$ cat src/design/complete_pkg.sv
package complete_pkg;

    // ############################################################
    // widths and counts
    // ############################################################

    localparam int xlen      = 32;  // data and pc width.
    localparam int pr_bits   = 6;   // physical register tag.
    localparam int rob_bits  = 5;   // reorder buffer index.
    localparam int num_fu    = 8;   // 7 is the branch unit, 0 and 1 are alus.
    localparam int cdb_width = 3;   // broadcast channels.

    // a grant index carries one bit more than a unit number needs.
    // with that bit set the channel holds no grant.
    localparam int fu_sel_bits = $clog2(num_fu);
    localparam int fu_idx_bits = fu_sel_bits + 1;

    localparam logic [fu_idx_bits-1:0] fu_idx_none = '1;  // empty channel.

    // ############################################################
    // packets
    // ############################################################

    // what a functional unit hands over when it finishes.
    typedef struct packed {
        logic                valid;
        logic                halt;
        logic                take_branch;  // branch resolved taken.
        logic [xlen-1:0]     target_pc;    // corrected pc when taken.
        logic [pr_bits-1:0]  dest_pr;
        logic [xlen-1:0]     dest_value;
        logic [rob_bits-1:0] rob_entry;
    } fu_result_t;

    // one completion channel towards the reorder buffer.
    typedef struct packed {
        logic                valid;
        logic                halt;
        logic                take_branch;
        logic [xlen-1:0]     target_pc;    // zero unless taken.
        logic [xlen-1:0]     dest_value;
        logic [rob_bits-1:0] rob_entry;
    } complete_out_t;

    // destination tags on the common data bus, zero when a channel is idle.
    typedef struct packed {
        logic [pr_bits-1:0] t2;
        logic [pr_bits-1:0] t1;
        logic [pr_bits-1:0] t0;
    } cdb_tags_t;

endpackage
$ cat src/design/complete_top.sv
`timescale 1ns/1ps

module complete_top
    import complete_pkg::*;
(
    input  logic                           clock,
    input  logic                           reset,
    input  logic          [num_fu-1:0]     fu_result_valid,
    input  fu_result_t    [num_fu-1:0]     fu_result,
    output logic          [num_fu-1:0]     fu_ready,
    output cdb_tags_t                      cdb_tags,
    output complete_out_t [cdb_width-1:0]  complete_out
);

    logic       [num_fu-1:0] fu_finish;    // slot pending.
    logic       [num_fu-1:0] fu_stall;     // pending but not picked.
    fu_result_t [num_fu-1:0] slot_result;

    // ############################################################
    // one result slot per functional unit
    // ############################################################

    for (genvar u = 0; u < num_fu; u++) begin : g_slot
        fu_result_slot u_slot (
            .clock      (clock),
            .reset      (reset),
            .load       (fu_result_valid[u]),
            .result_in  (fu_result[u]),
            .stall      (fu_stall[u]),
            .finish     (fu_finish[u]),
            .ready      (fu_ready[u]),
            .result_out (slot_result[u])
        );
    end

    // ############################################################
    // completion stage
    // ############################################################

    complete_stage u_stage (
        .clock        (clock),
        .reset        (reset),
        .fu_finish    (fu_finish),
        .fu_c_in      (slot_result),
        .fu_c_stall   (fu_stall),
        .cdb_tags     (cdb_tags),
        .complete_out (complete_out)
    );

endmodule

$ cat src/design/complete_stage.sv
`timescale 1ns/1ps

module complete_stage
    import complete_pkg::*;
(
    input  logic                           clock,
    input  logic                           reset,
    input  logic          [num_fu-1:0]     fu_finish,
    input  fu_result_t    [num_fu-1:0]     fu_c_in,
    output logic          [num_fu-1:0]     fu_c_stall,
    output cdb_tags_t                      cdb_tags,
    output complete_out_t [cdb_width-1:0]  complete_out
);

    // ############################################################
    // selection
    // ############################################################

    // req_left[cdb_width] is the raw finish vector, each channel
    // removes its own grant before the next channel looks.
    logic [cdb_width:0][num_fu-1:0]   req_left;
    logic [cdb_width-1:0][num_fu-1:0] sel;

    assign req_left[cdb_width] = fu_finish;

    for (genvar ch = cdb_width - 1; ch >= 0; ch--) begin : g_sel
        priority_select8 u_select (
            .req (req_left[ch+1]),
            .gnt (sel[ch])
        );

        assign req_left[ch] = req_left[ch+1] & ~sel[ch];
    end

    // whatever no channel picked has to wait.
    assign fu_c_stall = req_left[0];

    // ############################################################
    // grant registers
    // ############################################################

    logic [cdb_width-1:0][fu_idx_bits-1:0] grant_idx;
    logic [cdb_width-1:0][fu_idx_bits-1:0] grant_next;

    always_comb begin
        grant_next = {cdb_width{fu_idx_none}};
        for (int ch = 0; ch < cdb_width; ch++) begin
            for (int i = 0; i < num_fu; i++) begin
                if (sel[ch][i]) begin
                    grant_next[ch] = fu_idx_bits'(i);
                end
            end
        end
    end

    always_ff @(posedge clock) begin
        if (reset) begin
            grant_idx <= {cdb_width{fu_idx_none}};
        end else begin
            grant_idx <= grant_next;
        end
    end

    // ############################################################
    // output muxes
    // ############################################################

    logic       [cdb_width-1:0]              grant_valid;
    fu_result_t [cdb_width-1:0]              pick;
    logic       [cdb_width-1:0][pr_bits-1:0] tag;

    // the granted slot is draining now, so its packet is stable.
    always_comb begin
        for (int ch = 0; ch < cdb_width; ch++) begin
            grant_valid[ch] = ~grant_idx[ch][fu_sel_bits];
            pick[ch]        = fu_c_in[grant_idx[ch][fu_sel_bits-1:0]];

            complete_out[ch] = '0;
            tag[ch]          = '0;

            if (grant_valid[ch]) begin
                complete_out[ch].valid      = 1'b1;
                complete_out[ch].halt       = pick[ch].halt;
                complete_out[ch].dest_value = pick[ch].dest_value;
                complete_out[ch].rob_entry  = pick[ch].rob_entry;
                tag[ch]                     = pick[ch].dest_pr;

                // redirect only for a taken branch.
                if (pick[ch].take_branch) begin
                    complete_out[ch].take_branch = 1'b1;
                    complete_out[ch].target_pc   = pick[ch].target_pc;
                end
            end
        end
    end

    assign cdb_tags.t2 = tag[2];
    assign cdb_tags.t1 = tag[1];
    assign cdb_tags.t0 = tag[0];

endmodule

$ cat src/design/fu_result_slot.sv
`timescale 1ns/1ps

module fu_result_slot
    import complete_pkg::*;
(
    input  logic       clock,
    input  logic       reset,
    input  logic       load,
    input  fu_result_t result_in,
    input  logic       stall,
    output logic       finish,
    output logic       ready,
    output fu_result_t result_out
);

    localparam logic [1:0] st_empty    = 2'd0;
    localparam logic [1:0] st_pending  = 2'd1;  // waiting for a channel.
    localparam logic [1:0] st_draining = 2'd2;  // stage reads the packet.

    logic [1:0] state;
    logic [1:0] state_next;
    logic       take;
    fu_result_t held;

    // a load is only accepted while the slot is not pending.
    assign take = load & ready;

    always_comb begin
        state_next = state;
        case (state)
            st_empty: begin
                if (take) begin
                    state_next = st_pending;
                end
            end
            st_pending: begin
                if (!stall) begin
                    state_next = st_draining;  // granted this cycle.
                end
            end
            st_draining: begin
                // back to back reload keeps the slot busy.
                if (take) begin
                    state_next = st_pending;
                end else begin
                    state_next = st_empty;
                end
            end
            default: begin
                state_next = st_empty;
            end
        endcase
    end

    always_ff @(posedge clock) begin
        if (reset) begin
            state <= st_empty;
        end else begin
            state <= state_next;
        end
    end

    // the packet stays put through pending and draining.
    always_ff @(posedge clock) begin
        if (take) begin
            held <= result_in;
        end
    end

    assign finish     = (state == st_pending);
    assign ready      = (state != st_pending);
    assign result_out = held;

endmodule

$ cat src/design/priority_select8.sv
`timescale 1ns/1ps

module priority_select8 (
    input  logic [7:0] req,
    output logic [7:0] gnt
);

    logic [3:0] pair_any;  // some request inside each pair.
    logic [1:0] quad_any;  // some request inside each quad.
    logic [1:0] quad_en;
    logic [3:0] pair_en;

    // three levels of two-way selectors, upper half always wins
    always_comb begin
        for (int k = 0; k < 4; k++) begin
            pair_any[k] = req[2*k] | req[2*k+1];
        end

        for (int q = 0; q < 2; q++) begin
            quad_any[q] = pair_any[2*q] | pair_any[2*q+1];
        end

        // top level.
        quad_en[1] = quad_any[1];
        quad_en[0] = quad_any[0] & ~quad_any[1];

        // middle level, gated by the quad that won.
        for (int q = 0; q < 2; q++) begin
            pair_en[2*q+1] = quad_en[q] & pair_any[2*q+1];
            pair_en[2*q]   = quad_en[q] & pair_any[2*q] & ~pair_any[2*q+1];
        end

        // leaf level.
        for (int k = 0; k < 4; k++) begin
            gnt[2*k+1] = pair_en[k] & req[2*k+1];
            gnt[2*k]   = pair_en[k] & req[2*k] & ~req[2*k+1];
        end
    end

endmodule

$ cat config.mk
export PLATFORM = sky130hd
export DESIGN_NAME = complete_top
export DESIGN_NICKNAME = d
export VERILOG_FILES = /design/src/design/complete_pkg.sv /design/src/design/complete_top.sv /design/src/design/complete_stage.sv /design/src/design/fu_result_slot.sv /design/src/design/priority_select8.sv
export SDC_FILE = /design/constraint.sdc
export NUM_CORES = 1
export LEC_CHECK = 0
export BUFFER_PORTS_ARGS = -buffer_cell sky130_fd_sc_hd__buf_4
export CELL_PAD_IN_SITES_DETAIL_PLACEMENT = 1
export CELL_PAD_IN_SITES_GLOBAL_PLACEMENT = 1
export CORE_AREA = 2 2 342 344
export DETAILED_ROUTE_END_ITERATION = 7
export DIE_AREA = 0 0 344 346
export HOLD_SLACK_MARGIN = 0.03
export PLACE_DENSITY_LB_ADDON = 0.05
export SETUP_SLACK_MARGIN = 0.05
export SKIP_CTS_REPAIR_TIMING = 1
export SYNTH_ARGS = -nofsm -noshare
export SYNTH_HDL_FRONTEND = slang
export SYNTH_SLANG_ARGS = --single-unit
$ cat constraint.sdc
create_clock -name clock -period 8 [get_ports clock]
set_input_delay 1.6 -clock clock [delete_from_list [all_inputs] [get_ports clock]]
set_output_delay 1.6 -clock clock [all_outputs]
set_load 0.02 [all_outputs]
# Word-level counts from Yosys, hierarchy flattened
# Cells that the tools add are included.
# W data, S select, Z words.
# op_classes
magnitude_cmp	3
n_eq_ne	40
n_mux	71
n_bitwise	110
n_reduce_logical	25
# op_table
operator	n
$bmux W78 S3	3
$mux W77	3
$mux W72	3
$mux W33	3
$mux W4	24
$and A1 B1 Y1	65
$pmux W2 S3	8
$mux W2	16
$ne A2 B1 Y1 const B	16
$and A8 B8 Y8	3
$not A8 Y8	3
$not A1 Y1	21
$mux W6	3
$or A1 B1 Y1	18
$eq A2 B1 Y1 const B	8
$eq A2 B2 Y1 const B	8
$logic_not A2 Y1	8
$ne A2 B2 Y1 const B	8
$reduce_and A2 Y1	8
$reduce_or A5 Y1	3
$lt A3 B4 Y1 const B	3
$reduce_or A3 Y1	3
$mux W1	8
$reduce_or A2 Y1	3
# totals
reg_bits	652
inputBits	634
output_inout_bits	242
elab_cells	325

# Depth between registers and ports, before layout
# logic_depth
word_depth	37
mapped_depth	9
depth_no_buf	7

# Modules after synthesis
# Synthesis repeated with hierarchy kept, for this count alone.
# hier_totals
hier_cells	1911
area_unflattened_um2	35083.6
# by_module_without_submodules
module	instances	cells_per_inst	area_per_inst_um2	seq_area_each_um2
fu_result_slot	8	87	2429.8	2382.3
complete_stage	1	1185	15412.3	240.2
priority_select8	3	10	77.6	0.0

# Worst setup path after synthesis
# No wires, ideal clock.
# synth_path
path_type	in2reg
from	input port fu_result_valid[4]
to	register g_slot[4].u_slot.held (netlist bit g_slot[4].u_slot.result_out[0]), enable pin
setup_time_ns	0.444
t_arrival_ns	3.396
required_time_ns	7.556
path_slack_ns	4.160
cell_stages	1
n_path_buf	0
path_cell_list	and2_1
# synth_via
elab_chain_cells	1
# synth_lines
element	line_no	rtl
start: declaration	complete_top.sv:8	input logic [num_fu-1:0] fu_result_valid,
$and A1 B1 Y1	fu_result_slot.sv:26	assign take = load & ready;
end signal: assignment	fu_result_slot.sv:66	held <= result_in;
end: declaration	fu_result_slot.sv:23	fu_result_t held;
# Every way passes these cells.
# A chain may end at the register's enable or synchronous reset.

==> summary.md <==
In this run the critical register-to-register path is launched from g_slot[6].u_slot.state[0]. The fraction of layout instances using a drive strength above 1 was 0.5466. Kind of path behind the tightest hold check: reg -> reg.

The length in cells of the worst reg-to-reg path works out to 7. During synthesis, Yosys emitted a total of 0 warnings. At the placement stage, the worst setup path has a slack of 2.937 ns. The number of nets handed over by synthesis was 2512. Summed over all failing endpoints, the final setup total negative slack is 0 ns. TritonCTS built the clock tree. The number of endpoints with negative hold slack in the final report was 0; the post-synthesis cell count was 1878.

Hold is met by 0.4082 ns. The share of the synthesized area in the top cell type is 0.5408, and the clock-pin transition on the worst setup and hold timing paths is 0.06 ns. The largest fanout on the critical path was 43; the via count of the first global-routing pass was 25820.

The routed length on met1 was 55570 microns; the count of state elements after synthesis was 644. Timing would allow up to 0.1786 GHz. The terminus of the critical flop-to-flop path was u_stage.grant_idx[0]. The worst setup path is launched from a flop. Relative to the synthesized area, the layout overhead comes to 31.27%. For the count of H-tree levels built during CTS, the log shows 3. Cell type with the largest total area after synthesis: sky130_fd_sc_hd__edfxtp_1.

Commonest non-fill, non-tap cell in the layout: sky130_fd_sc_hd__buf_4. Transition at the pin with the smallest max-transition slack: 1.130 ns. The floorplan has 125 rows.

The via count was 23030. Registers take 0.01910 sq mm. The part of the power in registers was 0.430; the wire length reported by the detailed router was 152100 microns.

The run gives 0 as the max-slew violation count. Summed over all cells, the static leakage comes to 18.18 nW. The tools report the number of buffers created by CTS as 82.

Routability-driven placement finished with a final weighted congestion of 0.8074. The tools report the worst-case headroom to the max-slew limit as 0.2467. In the routed layout, each cell is associated on average with a via count of 5.329.

The number of cells in the finished layout apart from fillers was 4322; the post-route fraction of the period consumed by the critical path was 0.6999. Signal routing reaches up to met5. The remaining number of nets flagged by the antenna check after routing came out at 0. For this run, the detailed router's first-pass iteration total came to 5.

The minimum clock period after layout was 5.599 ns; the detailed-routed wire length on met3 was 13740 microns. In this run, the number of DRC markers left after iteration 0 of detailed routing was 1424. The logs give 11700 for the number of inserted filler cells in the final layout and 0.198 for the part of the total power dissipated in combinational logic. The most critical setup path has its startpoint at u_stage.grant_idx[1]. The logs give 0.66 ns for the clock insertion delay at the later pin of the skew report and 0.2518 for the all-layer global routing usage. The final layout contains 3324 nets. Global-route wire length before repair: 206700 microns.

The run finished with clean final reports. The count of flip-flops with a built-in enable after synthesis was 616; the number of antenna violations at the first check in global routing was 72. The core region is 0.1154 sq mm. The average wire per standard cell was 35.19 microns. STA classifies the critical path endpoint as an output pin. The share of total power in the clock network was 0.372.

After synthesis, the cell types taking the most area are sky130_fd_sc_hd__edfxtp_1, sky130_fd_sc_hd__mux4_2, sky130_fd_sc_hd__mux2i_1, sky130_fd_sc_hd__nor2_1, sky130_fd_sc_hd__dfxtp_1. Data arrives at the worst endpoint at 4.00 ns. For this design the total switching power over the nets is 2.713 mW. In this run the deepest clock path goes through 3 buffers.

In this run the clock root is driven by a sky130_fd_sc_hd__clkbuf_16. The tools report the global-route congestion overflow total as 0. The run gives 0.03282 ns as the setup clock skew after layout. The number of violations of the max-capacitance limit is 0, and the post-route DRC violation count is 0. From bottom edge to top edge, the die measures 346 microns.

The dominant synthesized flop cell was sky130_fd_sc_hd__edfxtp_1. VDD sags by at most 156.6 uV. The critical path class was reg -> out. The logs give 48 for the count of cell types in the netlist and 0.04490 sq mm for the cell area after layout. In the layout the commonest cells are sky130_fd_sc_hd__buf_4, sky130_fd_sc_hd__edfxtp_1, sky130_fd_sc_hd__mux4_2.

After layout, the worst setup slack is 2.401 ns. Power after layout: 9.711 mW. The internal power of the cells totals 6.998 mW. The cell area after technology mapping came out at 0.03420 sq mm. After synthesis, the mean cell area works out to 18.21 sq um.

Once placement finished, the instance area stood at 0.04225 sq mm. Dividing total power by cell area gives a power density of 216.3 mW/mm^2. The detailed placement HPWL came out at 101700 microns. For flop-to-flop paths, the worst setup slack is 4.98 ns.

Entering global routing, the biggest net connects 95 pins. The die is 344 microns wide. The run gives 0.5572 as the proportion of synthesized chip area in sequential cells. Buffers placed on the I/O ports in this run total 867. Setup violations remaining at the end of the flow were counted as 0.

For the number of ports placed on the die boundary, the log shows 876. After detailed placement, the design holds a cell count of 4130. The most critical setup path has its endpoint at complete_out[60]. Counting every sink on the clock net gives 644. The die covers 0.1190 sq mm. Detailed routing placed a total of 77050 microns of wire on met2. STA puts the critical path data required time at 6.40 ns. Summing all multi-input logic gate instances after layout gives 0.01436 sq mm. The final core utilization came out at 0.3890. The net switching fraction of the power is 0.2794, and the starting density of the core is 0.2963. The share of flip-flops with an asynchronous set or reset was 0.

Setup repair after global routing left no endpoint under its margin.
## cell families (layout without fill, tap and decap cells)
| family | after synthesis | after routing | share of synthesized area |
|---|---|---|---|
| AND/OR/NAND/NOR | 297 | 297 | 0.03654 |
| XOR/XNOR | 2 | 2 | 0.0005122 |
| adder cells (fa/ha/maj) | 3 | 3 | 0.0009145 |
| multiplexers | 693 | 693 | 0.3718 |
| AO/OA/AOI/OAI | 49 | 49 | 0.009401 |
| buffers and inverters | 190 | 1069 | 0.02363 |
| flip-flops | 644 | 644 | 0.5572 |
| other | 0 | 41 | 0 |
## layout make-up
type,count,area share
inverter,13,0.001198
clock inverter,37,0.007412
timing repair buffer,905,0.1521
multi-input combinational,1044,0.3197
antenna,41,0.002285
tap,1524,0.04247
sequential,644,0.4255
clock buffer,114,0.04929
## power groups by stage
| stage | Sequential, mW | Clock [mW] | Combinational (mW) |
|---|---|---|---|
| finish | 4.17 | 3.62 | 1.92 |
| global route | 4.21 | 3.83 | 2.04 |
| CTS | 4.18 | 3.72 | 1.97 |
| detailed placement | 4.25 | 0 | 1.96 |
| global placement | 4.22 | 0 | 1.95 |
| floorplan | 4.11 | 0 | 1.19 |
## worst max-delay path: stages (launching register included)
cell,delay [ns]
sky130_fd_sc_hd__dfxtp_4,0.75
sky130_fd_sc_hd__buf_4,0.75
sky130_fd_sc_hd__buf_4,0.73
sky130_fd_sc_hd__mux4_2,0.35
sky130_fd_sc_hd__mux2i_1,0.07
sky130_fd_sc_hd__nor2_1,0.35
sky130_fd_sc_hd__buf_4,0.22
## registers in the layout, summed over array words and instances, names as in the netlist
register and count:
g_slot.u_slot.result_out 616, g_slot.u_slot.state 16, u_stage.grant_idx 12
## routing by layer
| layer | vias to the layer above | track usage |
|---|---|---|
| met5 | - | 0 |
| met1 | 12190 | 0.2857 |
| met3 | 262 | 0.08514 |
| met2 | 951 | 0.4310 |
| li1 | 9562 | - |
| met4 | 66 | 0.1045 |
## cell usage after synthesis (all sizes together), types with 2 or more instances
cell type / n
a211oi: 3
a21o: 3
a21oi: 13
a31o: 2
a31oi: 2
and2: 8
buf: 95
clkbuf: 82
dfxtp: 28
edfxtp: 616
inv: 13
maj3: 3
mux2i: 231
mux4: 462
nand2: 9
nand2b: 2
nand3: 7
nor2: 244
nor2b: 11
nor3: 4
nor3b: 4
o211ai: 6
o21ai: 11
or2: 3
xnor2: 2
## how the worst min path moves through the flow
stage	startpoint	endpoint	slack, ns	cells past startpoint
after floorplan	g_slot[6].u_slot.state[0]	g_slot[6].u_slot.state[0]	0.39	1
after global placement	g_slot[6].u_slot.state[0]	g_slot[6].u_slot.state[0]	0.40	1
after detailed placement	g_slot[7].u_slot.state[0]	g_slot[7].u_slot.state[0]	0.40	1
after CTS	g_slot[7].u_slot.state[0]	g_slot[7].u_slot.state[0]	0.41	1
after global routing	g_slot[7].u_slot.state[0]	g_slot[7].u_slot.state[0]	0.43	1
final	g_slot[7].u_slot.state[0]	g_slot[7].u_slot.state[0]	0.41	1
Power figures use the tool's default switching activity.
